<file path="src/cpc_defines.svh">
////////////////////////////////////////////////////////////
// CPC expansion shared constants
// Bus widths, boot bank layout, Multiface ports and RAM map
////////////////////////////////////////////////////////////

`ifndef CPC_DEFINES_SVH
`define CPC_DEFINES_SVH

// Bus and download widths
`define CPC_ADDR_W      16
`define CPC_DATA_W      8
`define CPC_BOOT_A_W    23
`define CPC_DL_ADDR_W   25
`define CPC_PAGE_W      14
`define CPC_ROM_PAGES   256

// System ROM pages inside the 8 MB bank
`define CPC_PAGE_OS     9'h000
`define CPC_PAGE_BASIC  9'h100
`define CPC_PAGE_AMSDOS 9'h107
`define CPC_PAGE_MF2    9'h0FF

// Spare upper page for a malformed extension
`define CPC_PAGE_BAD    8'hEE

// Multiface Two
`define MF2_RAM_A_W     13
`define MF2_RAM_SIZE    8192
`define MF2_PORT_ON     16'hFEE8
`define MF2_PORT_OFF    16'hFEEA
`define MF2_NMI_VEC     16'h0066
`define MF2_HIDE_VEC    16'h0065

// Where captured port writes land in Multiface RAM
`define MF2_CAP_PEN_INDEX 13'h1FCF
`define MF2_CAP_PEN_BASE  13'h1F90
`define MF2_CAP_BORDER    13'h1FDF
`define MF2_CAP_MODE      13'h1FEF
`define MF2_CAP_BANKING   13'h1FFF
`define MF2_CAP_CRTC_SEL  13'h1CFF
`define MF2_CAP_CRTC_BASE 13'h1DB0
`define MF2_CAP_PPI       13'h17FF
`define MF2_CAP_UPPER_ROM 13'h1AAC

`endif

</file>
<file path="src/cpc_bus_pkg.sv">
////////////////////////////////////////////////////////////
// CPU bus types
// Sampled Z80 bus, Multiface state and mode, capture ops
////////////////////////////////////////////////////////////

`include "cpc_defines.svh"

package cpc_bus_pkg;

	// One clock's view of the CPU bus
	typedef struct packed {
		logic [`CPC_ADDR_W-1:0] addr;
		logic [`CPC_DATA_W-1:0] dout;
		logic                   m1;
		logic                   io_wr;
		logic                   mem_rd;
		logic                   mem_wr;
	} cpu_bus_t;

	typedef enum logic [1:0] {
		MF2_OFF,
		MF2_PENDING,
		MF2_ON
	} mf2_state_e;

	// Same order as the menu option
	typedef enum logic [1:0] {
		MODE_ENABLED,
		MODE_HIDDEN,
		MODE_DISABLED
	} mf2_mode_e;

	// Which hardware register a port write belongs to
	typedef enum logic [3:0] {
		ST_NONE,
		ST_PEN_INDEX,
		ST_PEN_COLOR,
		ST_BORDER,
		ST_SCREEN_MODE,
		ST_BANKING,
		ST_CRTC_SEL,
		ST_CRTC_VAL,
		ST_PPI,
		ST_UPPER_ROM
	} store_op_e;

endpackage

</file>
<file path="src/mf2_control.sv">
////////////////////////////////////////////////////////////
// Multiface Two control
// NMI, overlay enable and hide logic, port write capture
////////////////////////////////////////////////////////////

`timescale 1ns/1ps
`include "cpc_defines.svh"

module mf2_control (
	input  logic                     clk_sys,
	input  logic                     reset,
	input  cpc_bus_pkg::cpu_bus_t    bus,
	input  logic                     key_nmi,
	input  cpc_bus_pkg::mf2_mode_e   mode,
	output logic                     nmi,
	output logic                     en,
	output logic                     rom_en,
	output logic                     ram_en,
	output logic                     cap_we,
	output logic [`MF2_RAM_A_W-1:0]  cap_addr
);

	cpc_bus_pkg::mf2_state_e state;
	cpc_bus_pkg::store_op_e  store_op;
	logic                    hidden;
	logic                    disabled;
	logic                    m1_q;
	logic                    io_wr_q;
	logic                    key_q;
	logic                    m1_rise;
	logic                    io_wr_rise;
	logic                    key_rise;
	logic [4:0]              pen_index;
	logic [3:0]              crtc_reg;
	logic [`MF2_RAM_A_W-1:0] store_addr;

	assign disabled   = (mode == cpc_bus_pkg::MODE_DISABLED);
	assign m1_rise    = bus.m1 && !m1_q;
	assign io_wr_rise = bus.io_wr && !io_wr_q;
	assign key_rise   = key_nmi && !key_q;

	////////////////////////////////////////////////////////////
	// Port write decoder
	////////////////////////////////////////////////////////////

	always_comb begin
		store_op = cpc_bus_pkg::ST_NONE;
		case (bus.addr[15:8])
			8'h7F: begin
				// Gate array function in the top two data bits
				case (bus.dout[7:6])
					2'b00:   store_op = cpc_bus_pkg::ST_PEN_INDEX;
					2'b01:   store_op = pen_index[4] ? cpc_bus_pkg::ST_BORDER
						: cpc_bus_pkg::ST_PEN_COLOR;
					2'b10:   store_op = cpc_bus_pkg::ST_SCREEN_MODE;
					default: store_op = cpc_bus_pkg::ST_BANKING;
				endcase
			end
			8'hBC:   store_op = cpc_bus_pkg::ST_CRTC_SEL;
			8'hBD:   store_op = cpc_bus_pkg::ST_CRTC_VAL;
			8'hF7:   store_op = cpc_bus_pkg::ST_PPI;
			8'hDF:   store_op = cpc_bus_pkg::ST_UPPER_ROM;
			default: store_op = cpc_bus_pkg::ST_NONE;
		endcase
	end

	always_comb begin
		case (store_op)
			cpc_bus_pkg::ST_PEN_INDEX:   store_addr = `MF2_CAP_PEN_INDEX;
			cpc_bus_pkg::ST_PEN_COLOR:   store_addr = `MF2_CAP_PEN_BASE + {9'd0, pen_index[3:0]};
			cpc_bus_pkg::ST_BORDER:      store_addr = `MF2_CAP_BORDER;
			cpc_bus_pkg::ST_SCREEN_MODE: store_addr = `MF2_CAP_MODE;
			cpc_bus_pkg::ST_BANKING:     store_addr = `MF2_CAP_BANKING;
			cpc_bus_pkg::ST_CRTC_SEL:    store_addr = `MF2_CAP_CRTC_SEL;
			cpc_bus_pkg::ST_CRTC_VAL:    store_addr = `MF2_CAP_CRTC_BASE + {9'd0, crtc_reg};
			cpc_bus_pkg::ST_PPI:         store_addr = `MF2_CAP_PPI;
			cpc_bus_pkg::ST_UPPER_ROM:   store_addr = `MF2_CAP_UPPER_ROM;
			default:                     store_addr = '0;
		endcase
	end

	////////////////////////////////////////////////////////////
	// NMI, enable and hide state machine
	////////////////////////////////////////////////////////////

	always_ff @(posedge clk_sys) begin
		if (reset) begin
			state   <= cpc_bus_pkg::MF2_OFF;
			hidden  <= (mode != cpc_bus_pkg::MODE_ENABLED);
			m1_q    <= 1'b0;
			io_wr_q <= 1'b0;
			key_q   <= 1'b0;
			cap_we  <= 1'b0;
		end else begin
			m1_q    <= bus.m1;
			io_wr_q <= bus.io_wr;
			key_q   <= key_nmi;
			cap_we  <= 1'b0;

			if (key_rise && state == cpc_bus_pkg::MF2_OFF && !disabled)
				state <= cpc_bus_pkg::MF2_PENDING;

			// CPU takes the NMI, overlay pages in
			if (m1_rise && state == cpc_bus_pkg::MF2_PENDING && bus.addr == `MF2_NMI_VEC) begin
				state  <= cpc_bus_pkg::MF2_ON;
				hidden <= 1'b0;
			end
			if (m1_rise && state == cpc_bus_pkg::MF2_ON && bus.addr == `MF2_HIDE_VEC)
				hidden <= 1'b1;

			if (io_wr_rise) begin
				if (bus.addr == `MF2_PORT_ON) begin
					if (!hidden && !disabled)
						state <= cpc_bus_pkg::MF2_ON;
				end else if (bus.addr == `MF2_PORT_OFF) begin
					state <= cpc_bus_pkg::MF2_OFF;
				end else if (store_op != cpc_bus_pkg::ST_NONE) begin
					cap_we <= 1'b1;
				end
			end
		end
	end

	// Shadow copies of write-only registers
	always_ff @(posedge clk_sys) begin
		if (io_wr_rise) begin
			cap_addr <= store_addr;
			if (store_op == cpc_bus_pkg::ST_PEN_INDEX)
				pen_index <= bus.dout[4:0];
			if (store_op == cpc_bus_pkg::ST_CRTC_SEL)
				crtc_reg <= bus.dout[3:0];
		end
	end

	assign nmi    = (state == cpc_bus_pkg::MF2_PENDING);
	assign en     = (state == cpc_bus_pkg::MF2_ON);
	assign rom_en = en && (bus.addr[15:13] == 3'b000);
	assign ram_en = en && (bus.addr[15:13] == 3'b001);

endmodule

</file>
<file path="config.mk">
export PLATFORM = sky130hd
export DESIGN_NAME = mf2_control
export DESIGN_NICKNAME = d
export VERILOG_FILES = /design/src/cpc_bus_pkg.sv /design/src/mf2_control.sv
export VERILOG_INCLUDE_DIRS = /design/src
export SDC_FILE = /design/constraint.sdc
export NUM_CORES = 1
export LEC_CHECK = 0
export ABC_CLOCK_PERIOD_IN_PS = 1600
export BUFFER_PORTS_ARGS = -buffer_cell sky130_fd_sc_hd__buf_2
export CAP_MARGIN = 20
export CORE_UTILIZATION = 45
export CTS_CLUSTER_DIAMETER = 60
export DETAILED_ROUTE_END_ITERATION = 8
export PLACE_DENSITY = 0.79
export SYNTH_ARGS = -nofsm -noshare
export SYNTH_HDL_FRONTEND = slang
export SYNTH_SLANG_ARGS = --single-unit
</file>
<file path="constraint.sdc">
create_clock -name clk_sys -period 1.6 [get_ports clk_sys]
set_input_delay 0.24 -clock clk_sys [delete_from_list [all_inputs] [get_ports clk_sys]]
set_output_delay 0.24 -clock clk_sys [all_outputs]
set_load 0.03 [all_outputs]
</file>
==> flow_summary.ini <==
[routing]
via_per_inst = 5.729
num_vias = 1501
totalWireLength_um = 3905
drc = 0
avgRoutedWirePerCell_um = 14.90
drt.antenna.violating_nets = 0
drtPass1Iterations = 4
drt-initial-drc-count = 71

[clocking]
hold_buffers = 0
clock_sinks = 28
cts-buffers-inserted = 3
clk_pin_slew_worst_paths_ns = 0.16
root_buffer = clkbuf_4
clockBufferDepth = 2
insertion_delay_ns = 0.33
post_cts_buffers = 0
htreeDepth = 1
cts_tree = yes

[synthesis]
synthXorXnorAreaFrac = 0.005705
syn_nets = 176
synth-simple-area-share = 0.3056
synth_edf_count = 22
synth_largest_area_cell = edfxtp_1
synthFlopType = edfxtp_1
synth_area_sq_um = 1535
synth.area.top_cells = edfxtp_1 (43%), dfxtp_1 (7.8%), nand2_1 (2.7%), nor2b_1 (2.4%), and4_1 (2.3%)
synth-seq-cells = 28
synth-seq-area-share = 0.5086
synth_cells = 143
synthArstFlopShare = 0
synth_compound_area_frac = 0.1402
synthMuxAreaShare = 0
yosysUniqueCellTypes = 44
synth-adder-area-share = 0
syn_area_per_cell_sq_um = 10.74
ys_warn_count = 0
synth_top_family_by_area = simple AND/OR/NAND/NOR gates
synth_top_area_frac = 0.4303

[final_layout]
final_common_cell = buf_2
fin_nets = 252
mostFrequentLayoutCells = buf_2 (46), buf_4 (33), edfxtp_1 (22), nand2_1 (11)
areaGrowthSynthToFinish_pct = 38.55
final_util = 0.6746
n_antenna_cell = 0
drive_gt1_frac = 0.4450
largest_register_ffs = 12

[floorplanning]
core_area_sq_um = 3153
die_area_sq_um = 3649
start_util = 0.4869
ios = 51
num_rows = 20
die_h_um = 60.41
die_x_um = 60.41

[setup_path]
end_kind = register
arrival_ns = 1.75
max_stage_delay_ns = 0.40
rrSetupSlack_ns = -0.04
cp_cell_sequence = or3b_4 > and4bb_2 > nor2_2 > and4b_2
cp_slowest_cell = edfxtp_1
path_max_fanout = 5
worst_setup_path_start_kind = register
worstSetupPathType = register to register
worst_ep_required_time_ns = 1.71

[power_and_ir_drop]
power.density_nw_per_um2 = 728.2
pwr-share-seq = 0.523
switching_share = 0.2402
switchingPower_mw = 0.3720
ir_drop_mv = 0.3598
leakagePower_nw = 0.9093
clkPwrFrac = 0.306
p_comb_frac = 0.171
power_mw = 1.549
internal_power_mw = 1.177

[timing]
relSlewSlack = 0.7349
fin_crit_sh = 1.024
hold_viol = 0
finalSetupViolCount = 7
fin_worst_skew_ns = 0.001471
rsz0062_at_grt = yes
fin_ws_ns = -0.03773
fmax_ghz = 0.6106
fin_crit_ns = 1.638
maxSlewViolCount = 0
whs_ns = 0.07403
tns_ns = -0.2213
tightest_slew_ns = 0.3940

[placement]
dp_worst_setup_slack_ns = -0.2380
hpwl_um = 2989
port_buffers = 47
gp_congestion = 0.8909

[global_routing]
grt_max_degree = 17
grt_first_pass_wirelength_um = 6258
grt_util_all_layers = 0.2327
antenna_found_initial = 0
grt_pass1_vias = 1438
grt-ovfl-total = 0

[outcome]
status = finished with violations
violations = negative setup slack

[worst_hold_path]
min_path_type = input port to register

[run]
max_cap_violations = 0
routing by layer:
metal | up-vias | track usage | part of all wire
met4 | 0 | 0.1071 | 0.023
li1 | 710 | - | -
met2 | 47 | 0.3940 | 0.51
met1 | 734 | 0.2960 | 0.42
met5 | - | 0 | 0
met3 | 10 | 0.03198 | 0.044
through the flow:
stage | instance area, sq um | cells
4_1_cts | 2098 | 262
2_1_floorplan | 1548 | 143
6_report | 2127 | 262
3_3_place_gp | 2036 | 258
3_5_place_dp | 2036 | 258
5_1_grt | 2127 | 262
repair_timing:
action	CTS	global route
resized for setup	5	6
pin swaps	1	1
setup endpoints to repair	10	12
logic make-up (layout without fill, tap and decap cells):
| group | Yosys count | after routing |
|---|---|---|
| and+or+nand+nor | 73 | 73 |
| AOI/OAI and AO/OA | 29 | 29 |
| DFF | 28 | 28 |
| buffers and inverters | 12 | 87 |
| xor gates and xnor gates | 1 | 1 |
power by group through the flow:
stage	Sequential (mW)	Combinational, mW	Clock, mW
global route	0.813	0.286	0.499
CTS	0.810	0.257	0.480
finish	0.811	0.265	0.473
global placement	0.826	0.246	0
detailed placement	0.826	0.255	0
floorplan	0.852	0.104	0
worst max-delay path, delay by kind of cell (launching register included):
family,cells,cell delay (ns)
simple gates,4,1.01
flops,1,0.40
final cells by class:
type	count	area, sq um
clock buffer	3	22.52
clock inverter	1	30.03
fill	253	1026
inverter	3	11.26
multi-input combinational	103	735.7
sequential	28	783.3
tap	44	55.05
timing repair buffer	80	489.2
Yosys cell counts, drive strengths merged, types with 2 or more instances:
master and instances:
nor4bb 2, o211ai 2, o21ai 4, o32ai 2
nand2b 4, and4 4, a31oi 2, nor2b 6
a221oi 3, buf 9, dfxtp 6, nand2 11
nand3 7, a21boi 2, or3b 3, a221o 2
nand3b 2, nor3b 3, edfxtp 22, nand4b 3
inv 3, nand4 2, and4bb 3, and3 3
nor2 8, nor3 2, nor4 4, a21oi 6
final timing paths:
| check | start | end | depth (start not counted) |
|---|---|---|---|
| worst max-delay path | pen_index[4] | pen_index[3] | 4 |
| worst min register to register | crtc_reg[0] | cap_addr[0] | 1 |
| worst max register to register | pen_index[4] | pen_index[3] | 4 |
| worst min-delay path | bus[8] | pen_index[4] | 1 |
Note: power is estimated with default switching activity, not from simulation.
