<file path="src/cpc_defines.svh">
////////////////////////////////////////////////////////////
// CPC expansion shared constants
// Bus widths, boot bank layout, Multiface ports and RAM map
////////////////////////////////////////////////////////////

`ifndef CPC_DEFINES_SVH
`define CPC_DEFINES_SVH

// Bus and download widths
`define CPC_ADDR_W      16
`define CPC_DATA_W      8
`define CPC_BOOT_A_W    23
`define CPC_DL_ADDR_W   25
`define CPC_PAGE_W      14
`define CPC_ROM_PAGES   256

// System ROM pages inside the 8 MB bank
`define CPC_PAGE_OS     9'h000
`define CPC_PAGE_BASIC  9'h100
`define CPC_PAGE_AMSDOS 9'h107
`define CPC_PAGE_MF2    9'h0FF

// Spare upper page for a malformed extension
`define CPC_PAGE_BAD    8'hEE

// Multiface Two
`define MF2_RAM_A_W     13
`define MF2_RAM_SIZE    8192
`define MF2_PORT_ON     16'hFEE8
`define MF2_PORT_OFF    16'hFEEA
`define MF2_NMI_VEC     16'h0066
`define MF2_HIDE_VEC    16'h0065

// Where captured port writes land in Multiface RAM
`define MF2_CAP_PEN_INDEX 13'h1FCF
`define MF2_CAP_PEN_BASE  13'h1F90
`define MF2_CAP_BORDER    13'h1FDF
`define MF2_CAP_MODE      13'h1FEF
`define MF2_CAP_BANKING   13'h1FFF
`define MF2_CAP_CRTC_SEL  13'h1CFF
`define MF2_CAP_CRTC_BASE 13'h1DB0
`define MF2_CAP_PPI       13'h17FF
`define MF2_CAP_UPPER_ROM 13'h1AAC

`endif

</file>
<file path="src/cpc_load_pkg.sv">
////////////////////////////////////////////////////////////
// ROM download types
// Host download byte, boot write and ROM kind
////////////////////////////////////////////////////////////

`include "cpc_defines.svh"

package cpc_load_pkg;

	// Byte offered by the host, held stable while dl_req is high
	typedef struct packed {
		logic [`CPC_DL_ADDR_W-1:0] addr;
		logic [`CPC_DATA_W-1:0]    data;
		logic [7:0]                index;
		logic [15:0]               ext;
	} dl_byte_t;

	typedef struct packed {
		logic [`CPC_BOOT_A_W-1:0] addr;
		logic [1:0]               bank;
		logic [`CPC_DATA_W-1:0]   data;
		logic                     we;
	} boot_write_t;

	typedef enum logic {
		KIND_SYSTEM,
		KIND_EXPANSION
	} rom_kind_e;

endpackage

</file>
<file path="src/rom_loader.sv">
////////////////////////////////////////////////////////////
// ROM download loader
// Maps host bytes to boot writes and tracks loaded pages
////////////////////////////////////////////////////////////

`timescale 1ns/1ps
`include "cpc_defines.svh"

module rom_loader (
	input  logic                      clk_sys,
	input  logic                      reset,
	input  logic                      dl_active,
	input  logic                      dl_req,
	input  cpc_load_pkg::dl_byte_t    dl,
	output logic                      dl_ack,
	output cpc_load_pkg::boot_write_t boot,
	output logic [`CPC_ROM_PAGES-1:0] rom_map
);

	typedef enum logic [1:0] {
		LD_IDLE,
		LD_WRITE,
		LD_ACK
	} load_state_e;

	load_state_e             state;
	cpc_load_pkg::rom_kind_e kind;
	logic                    dl_active_q;
	logic [7:0]              ext_page;

	logic                     boot_we;
	logic [`CPC_BOOT_A_W-1:0] boot_addr;
	logic [1:0]               boot_bank;
	logic [`CPC_DATA_W-1:0]   boot_data;

	logic [`CPC_DL_ADDR_W-`CPC_PAGE_W-1:0] dl_block;
	logic                     sys_valid;
	logic [8:0]               sys_page;
	logic [`CPC_BOOT_A_W-1:0] map_addr;
	logic [1:0]               map_bank;
	logic                     second_bank;

	// One hex character to {valid, nibble}
	function automatic logic [4:0] hex_nibble(input logic [7:0] c);
		if (c >= "0" && c <= "9")
			return {1'b1, c[3:0]};
		else if (c >= "A" && c <= "F")
			return {1'b1, c[3:0] + 4'd9};
		else
			return 5'd0;
	endfunction

	function automatic logic [7:0] decode_ext(input logic [15:0] ext);
		logic [4:0] hi;
		logic [4:0] lo;
		hi = hex_nibble(ext[15:8]);
		lo = hex_nibble(ext[7:0]);
		if (ext == "ZZ")
			return 8'h00;
		else if (hi[4] && lo[4])
			return {hi[3:0], lo[3:0]};
		else
			return `CPC_PAGE_BAD;
	endfunction

	////////////////////////////////////////////////////////////
	// Address mapping of the held byte
	////////////////////////////////////////////////////////////

	assign kind      = (dl.index == 8'd0) ? cpc_load_pkg::KIND_SYSTEM : cpc_load_pkg::KIND_EXPANSION;
	assign dl_block  = dl.addr[`CPC_DL_ADDR_W-1:`CPC_PAGE_W];
	assign sys_valid = (dl_block < 8);

	always_comb begin
		case (dl_block[1:0])
			2'd0:    sys_page = `CPC_PAGE_OS;
			2'd1:    sys_page = `CPC_PAGE_BASIC;
			2'd2:    sys_page = `CPC_PAGE_AMSDOS;
			default: sys_page = `CPC_PAGE_MF2;
		endcase

		if (kind == cpc_load_pkg::KIND_EXPANSION) begin
			// Upper ROMs live in the second 4 MB
			map_addr = {1'b1, ext_page + dl.addr[`CPC_PAGE_W+7:`CPC_PAGE_W],
				dl.addr[`CPC_PAGE_W-1:0]};
			map_bank = 2'd0;
		end else begin
			map_addr = {sys_page, dl.addr[`CPC_PAGE_W-1:0]};
			map_bank = {1'b0, dl_block[2]};
		end
	end

	assign second_bank = (kind == cpc_load_pkg::KIND_EXPANSION) && (boot_bank == 2'd0);

	// Page from the extension, latched as a download starts
	always_ff @(posedge clk_sys) begin
		if (reset) begin
			dl_active_q <= 1'b0;
			ext_page    <= 8'h00;
		end else begin
			dl_active_q <= dl_active;
			if (dl_active && !dl_active_q)
				ext_page <= decode_ext(dl.ext);
		end
	end

	////////////////////////////////////////////////////////////
	// Handshake and write sequencing
	////////////////////////////////////////////////////////////

	always_ff @(posedge clk_sys) begin
		if (reset) begin
			state   <= LD_IDLE;
			boot_we <= 1'b0;
			dl_ack  <= 1'b0;
			rom_map <= '0;
		end else begin
			case (state)
				LD_IDLE: begin
					if (dl_req) begin
						// Out of range system blocks only get acknowledged
						boot_we <= (kind == cpc_load_pkg::KIND_EXPANSION) || sys_valid;
						state   <= LD_WRITE;
					end
				end
				LD_WRITE: begin
					if (second_bank) begin
						rom_map[boot_addr[`CPC_PAGE_W+7:`CPC_PAGE_W]] <= 1'b1;
					end else begin
						boot_we <= 1'b0;
						dl_ack  <= 1'b1;
						state   <= LD_ACK;
					end
				end
				default: begin
					if (!dl_req) begin
						dl_ack <= 1'b0;
						state  <= LD_IDLE;
					end
				end
			endcase
		end
	end

	always_ff @(posedge clk_sys) begin
		if (state == LD_IDLE && dl_req) begin
			boot_addr <= map_addr;
			boot_bank <= map_bank;
			boot_data <= dl.data;
		end else if (state == LD_WRITE && second_bank) begin
			boot_bank <= 2'd1;
		end
	end

	assign boot = '{addr: boot_addr, bank: boot_bank, data: boot_data, we: boot_we};

endmodule

</file>
<file path="config.mk">
export PLATFORM = sky130hd
export DESIGN_NAME = rom_loader
export DESIGN_NICKNAME = d
export VERILOG_FILES = /design/src/cpc_load_pkg.sv /design/src/rom_loader.sv
export VERILOG_INCLUDE_DIRS = /design/src
export SDC_FILE = /design/constraint.sdc
export NUM_CORES = 1
export LEC_CHECK = 0
export ABC_AREA = 1
export BUFFER_PORTS_ARGS = -buffer_cell sky130_fd_sc_hd__buf_2
export CAP_MARGIN = 20
export CORE_UTILIZATION = 45
export CTS_CLUSTER_SIZE = 16
export DETAILED_ROUTE_END_ITERATION = 8
export PLACE_DENSITY = 0.8
export SYNTH_ARGS = -nofsm -noshare
export SYNTH_HDL_FRONTEND = slang
export SYNTH_SLANG_ARGS = --single-unit
</file>
<file path="constraint.sdc">
create_clock -name clk_sys -period 1.9 [get_ports clk_sys]
set_input_delay 0.475 -clock clk_sys [delete_from_list [all_inputs] [get_ports clk_sys]]
set_output_delay 0.475 -clock clk_sys [all_outputs]
set_load 0.005 [all_outputs]
</file>
==> metrics.md, run 1 <==
| Metric | Value |
|---|---|
| CP Max Fanout | `15` |
| Power per Cell Area | `955 nW/µm²` |
| Post-DR vias/cell | `5.18` |
| Ant. Diodes | `0` |
| Worst-path clk slew | `0.06 ns` |
| Sequential share of the synthesized area | `0.581` |
| Hold bufs inserted after CTS | `0` |
| Num ports | `352` |
| Count of buffers from port buffering | `350` |
| Syn Area/Cell | `8.79 µm²` |
| Unrepaired setup endpoints after global routing | `no` |
| Largest stage delay on the critical path | `0.65 ns` |
| Fin. max-slew vios | `0` |
| RePlAce Congestion | `0.870` |
| Initial antenna violation count | `1` |
| H-tree lvl count | `1` |
| Final nets | `1715` |
| Slowest cell on crit path | `nor3_4` |
| Kind of start point of the critical path | `flop` |
| DIE AREA | `24900 µm²` |
| CTS buffer count | `30` |
| Setup Skew | `0.0217 ns` |
| Core area | `23600 µm²` |
| Distinct cell type count after synthesis | `34` |
| Setup Viol. Count Final | `0` |
| Tot Pwr | `14.0 mW` |
| Leak | `6.87 nW` |
| Maximum number of pins on one net before global-route repair | `56` |
| Hold/Removal Path Class | `primary input to flop` |
| Via count | `10238` |
| Relative slew margins | `0.502` |
| Crit Path Class | `flop to flop` |
| Setup_tns | `0 ns` |
| Vias in the first global route | `9853` |
| Initial Util | `0.462` |
| Clk_lat worst skew | `0.57 ns` |
| Crit end category | `flop` |
| CTS tree | `yes` |
| ANT nets after route | `0` |
| Outcome | `completed` |
| Min Clock Period, post-route | `1.75 ns` |
| Yosys reg bits | `301` |
| Clk buf depth | `3` |
| Root Buffer | `clkbuf_16` |
| Share of layout cells above drive strength 1 | `0.317` |
| Area Growth Syn to Fin | `34.5%` |
| WP buf/inv | `1` |
| Drt total wl | `35100 µm` |
| Max-cap viol count | `0` |
| Final Hold Vio Count | `0` |
| Die X | `158 µm` |
| GRT overflow | `0` |
| Yosys warning count | `0` |
| Fin crit share | `0.923` |
| Post-Syn Nets | `1324` |
| Max Freq | `570 MHz` |
| Die Y | `158 µm` |
| Standard-cell row count | `56` |
| CP delay by family, top | `simple AND/OR/NAND/NOR gates` |
| Estimated wirelength of the detail-placed design | `24300 µm` |
| Multi-input gate area | `3830 µm²` |
| First drt pass iteration count | `5` |
| Fillers | `1992` |
| Synthesized area | `10900 µm²` |
| Peak VDD IR | `0.746 mV` |
| First-pass GRT wire length | `52900 µm` |
| Total Routing Usage GR | `0.275` |
| DR iter-0 viols | `676` |
| Worst hold-check slack | `0.0862 ns` |
| Routed wire length per instance | `17.8 µm` |
| Sink Count | `301` |
| Cells along the critical path | `nor2_1, inv_1, nor3_4, nand2_1, a21oi_1` |
| Post-Synthesis Cells | `1243` |
| Critical Path AT | `2.24 ns` |
| WP data required | `2.39 ns` |
| Residual DRC | `0` |
| Reg area | `6350 µm²` |
| Tightest Pin Transition | `0.745 ns` |
[through the flow]
stage	utilization	cells	worst slack, ns	cell area, µm²
finish	0.622	1976	0.147	14700
global route	0.622	1976	0.0130	14700
CTS	0.620	1971	0.0194	14600
detailed placement	0.565	1901	-0.222	13300
global placement	0.564	1900	-0.164	13300
floorplan	-	1243	0.176	10900
[per-layer routing]
metal | up-vias | share of wire | GRT usage
met5 | - | 0 | 0
met4 | 0 | 0.043 | 0.123
met3 | 102 | 0.081 | 0.0583
met2 | 458 | 0.47 | 0.460
met1 | 4827 | 0.41 | 0.340
li1 | 4851 | - | -
[cell usage in the layout, fill, tap and decap left out, drive strengths merged, types with 2 or more instances in the layout]
master	instances
buf	431
dfxtp	269
nor2	252
a21oi	217
nand2	120
inv	109
a31oi	56
clkbuf	40
nand3	39
edfxtp	32
ha	19
nor3	15
o21ai	13
clkinv	12
nand4	8
o21bai	7
bufinv	4
or2	4
xor2	3
nand3b	2
[registers in the layout, indices dropped and copies added, names as in the netlist]
signal and flops:
boot_addr 23, boot_bank 1, boot_data 8, boot_we 1
dl_ack 1, dl_active_q 1, ext_page 8, rom_map 256
state 2
[logic make-up (layout without fill, tap and decap cells)]
kind of cell	Yosys count	count (layout)	synth area share
DFF	301	301	0.581
adders and majority gates	20	20	0.0236
buffers and inverters	182	596	0.0717
other	1	1	0.000343
AOI/OAI and AO/OA	294	294	0.146
and+or+nand+nor	441	441	0.174
xor gates and xnor gates	4	4	0.00321
[worst register-to-register path, cell delays in order, from the launching register on]
cell and delay, ns:
edfxtp_1 0.45, nor2_1 0.17, inv_1 0.11, nor3_4 0.65, nand2_1 0.15, a21oi_1 0.16
[path summary, 6_finish.rpt]
check	start	endpoint	slack, ns	cells after the start
worst min register to register	rom_map[128]	rom_map[128]	0.45	2
worst max register to register	boot_addr[21]	rom_map[14]	0.15	5
worst max-delay path	boot_addr[21]	rom_map[14]	0.15	5
worst min-delay path	dl[42]	boot_addr[10]	0.09	1
[power breakdown]
part           total [mW]  internal, mW  switching, mW
combinational        1.11         0.375          0.735
clock                6.34          3.84           2.50
sequential           6.58          6.53         0.0513
total                14.0          10.7           3.29
[repair_timing]
action | CTS | global route
resized for setup | 1 | 0
pin swaps | 8 | 3
endpoints found under the setup margin | 107 | 29
gates cloned | 0 | 0
buffers inserted | 15 | 5
[synthesized netlist by cell type, drive strengths merged]
library cell,count,area (µm²)
dfxtp,269,5390
nor4,1,6.26
nand3b,2,15.0
inv,109,409
clkbuf,39,146
xnor2,1,8.76
buf,34,228
a21oi,217,1120
nor2,252,951
nand3,39,195
a31oi,56,350
conb,1,3.75
ha,19,238
nand4,8,56.3
xor2,3,26.3
o21ai,13,65.1
fa,1,20.0
or2,4,25.0
edfxtp,32,961
o21bai,7,52.6
nor3,15,190
nand2,120,463
a31o,1,8.76
[cell type report]
| class | count | area share |
|---|---|---|
| sequential | 301 | 0.432 |
| clock inverter | 16 | 0.0147 |
| clock buffer | 39 | 0.0603 |
| timing repair buffer | 432 | 0.177 |
| tap | 319 | 0.0272 |
| multi-input combinational | 760 | 0.261 |
| inverter | 109 | 0.0279 |
No activity file was read; power rests on OpenSTA's default activity.
==> run 2, diff against run 1 <==
--- a/config.mk
+++ b/config.mk
@@ -9,6 +9,7 @@
 export ABC_AREA = 1
 export BUFFER_PORTS_ARGS = -buffer_cell sky130_fd_sc_hd__buf_2
 export CAP_MARGIN = 20
+export CORE_MARGIN = 4
 export CORE_UTILIZATION = 45
 export CTS_CLUSTER_SIZE = 16
 export DETAILED_ROUTE_END_ITERATION = 8
==> run 2 against run 1 <==
Sequential share of layout area grew 0.59 points. First-iteration DRC count up 37%. Combinational power about the same. Worst setup slack lost 0.044 ns. Clock skew down 0.012 ns. Routed wire length up 2.2%. Critical path type unchanged. Clock power fell by 12%.
==> metrics.md, run 2 (same netlist as run 1, synthesis figures left out) <==
| Metric | Value |
|---|---|
| Outcome | `completed` |
| Grt met3 use | `0.0529` |
| Max Freq | `557 MHz` |
| First drt pass iteration count | `6` |
| Fillers | `2021` |
| Global route hottest layer | `met2` |
| ANT nets after route | `0` |
| Maximum number of pins on one net before global-route repair | `76` |
| Kind of start point of the critical path | `flop` |
| Routed wire length per instance | `18.2 µm` |
| Commonest cells after routing, fill and taps aside | `349 x buf_2, 269 x dfxtp_1, 244 x nor2_1` |
| Top reg by flops | `rom_map` |
| Vias in the first global route | `9817` |
| Crit Path Class | `flop to flop` |
| Setup Viol. Count Final | `0` |
| Via count | `10269` |
| Max reg flops | `256` |
| Largest regs | `rom_map x256, boot_addr x23` |
| Worst hold-check slack | `0.0979 ns` |
| Leak | `6.74 nW` |
| Setup Skew | `0.00998 ns` |
| Die X | `164 µm` |
| WP data required | `2.37 ns` |
| R2r startpoint | `boot_addr[15]` |
| Sink Count | `301` |
| Register-to-register path setup slack | `0.10 ns` |
| CTS tree | `yes` |
| Fin. max-slew vios | `0` |
| Min Clock Period, post-route | `1.80 ns` |
| Hold/Removal Path Class | `primary input to flop` |
| Peak VDD IR | `0.684 mV` |
| Clk_lat worst skew | `0.55 ns` |
| Critical path launch point | `boot_addr[15]` |
| Residual DRC | `0` |
| Root Buffer | `clkbuf_16` |
| DR iter-0 viols | `924` |
| Tightest Pin Transition | `0.694 ns` |
| Final Hold Vio Count | `0` |
| Critical Path AT | `2.27 ns` |
| Ant. Diodes | `0` |
| DIE AREA | `26800 µm²` |
| Clk buf depth | `3` |
| Placed Area | `13300 µm²` |
| Area Growth Syn to Fin | `32.7%` |
| Standard-cell row count | `56` |
| Drt total wl | `35900 µm` |
| Most common cell after layout, fill and taps aside | `buf_2` |
| Final nets | `1711` |
| Count of buffers from port buffering | `350` |
| GRT overflow | `0` |
| Initial antenna violation count | `0` |
| Share of layout cells above drive strength 1 | `0.308` |
| GRT met2 Usage | `0.438` |
| Unrepaired setup endpoints after global routing | `no` |
| Die Y | `164 µm` |
| Core area | `23700 µm²` |
| Post-DR vias/cell | `5.21` |
| HP Start | `dl[45]` |
| Worst-path clk slew | `0.06 ns` |
| Estimated wirelength of the detail-placed design | `24600 µm` |
| CP Max Fanout | `16` |
| Total Routing Usage GR | `0.254` |
| Power per Cell Area | `914 nW/µm²` |
| Grt met1 use | `0.318` |
| Crit end category | `flop` |
| Cell area after layout | `14500 µm²` |
| Relative slew margins | `0.537` |
| Initial Util | `0.461` |
| Hold bufs inserted after CTS | `0` |
| Max-cap viol count | `0` |
| Num ports | `352` |
| CTS buffer count | `30` |
| First-pass GRT wire length | `54000 µm` |
| RePlAce Congestion | `0.860` |
| H-tree lvl count | `1` |
| Fin crit share | `0.946` |
==> run 2: worst paths after layout <==
check / end / cells past startpoint
worst max-delay path: rom_map[205] / 8
worst min-delay path: boot_addr[13] / 1
worst max register to register: rom_map[205] / 8
worst min register to register: rom_map[243] / 2
==> run 2: final cells by class <==
type	instances	area (µm²)	area share
flip-flops and latches	301	6350	0.438
clock buffers	41	792	0.0546
inverters	109	409	0.0282
repair buffers	428	2580	0.178
clock inverters	12	125	0.00863
well taps	319	399	0.0275
multi-input cells	760	3840	0.265
==> run 2: power by group <==
group	switching, mW	internal (mW)	leakage (nW)	total, mW
Sequential	0.0531	6.53	2.47	6.59
Clock	2.38	3.18	0.445	5.57
Combinational	0.724	0.363	3.83	1.09
Total	3.16	10.1	6.74	13.2
==> run 2: what timing repair did <==
item | 4_1_cts | 5_1_grt
buffers inserted | 17 | 3
pin swaps | 10 | 2
endpoints found under the setup margin | 149 | 16
gates cloned | 0 | 0
gates resized for setup | 2 | 0
==> run 2: critical path: stages (launching register included) <==
cell,delay (ns)
edfxtp_1,0.44
inv_1,0.10
nand2_1,0.16
buf_4,0.20
buf_4,0.15
nor2_2,0.07
buf_4,0.31
nand3_1,0.13
a21oi_1,0.16
==> run 2: per-layer routing <==
layer	share of wire	vias up
met1	0.40	4865
met2	0.48	459
met3	0.084	91
met4	0.034	0
li1	-	4854
met5	0	-
==> run 2: stage by stage <==
stage	setup WS [ns]	util	std cells	TNS, ns	power [mW]
after floorplan	0.176	-	1243	0	7.28
after global placement	-0.180	0.561	1897	-19.28	7.76
after detailed placement	-0.234	0.561	1897	-22.32	7.78
after CTS	0.0286	0.610	1967	0	13.3
after global routing	0.00152	0.612	1970	0	13.7
final	0.103	0.612	1970	0	13.2
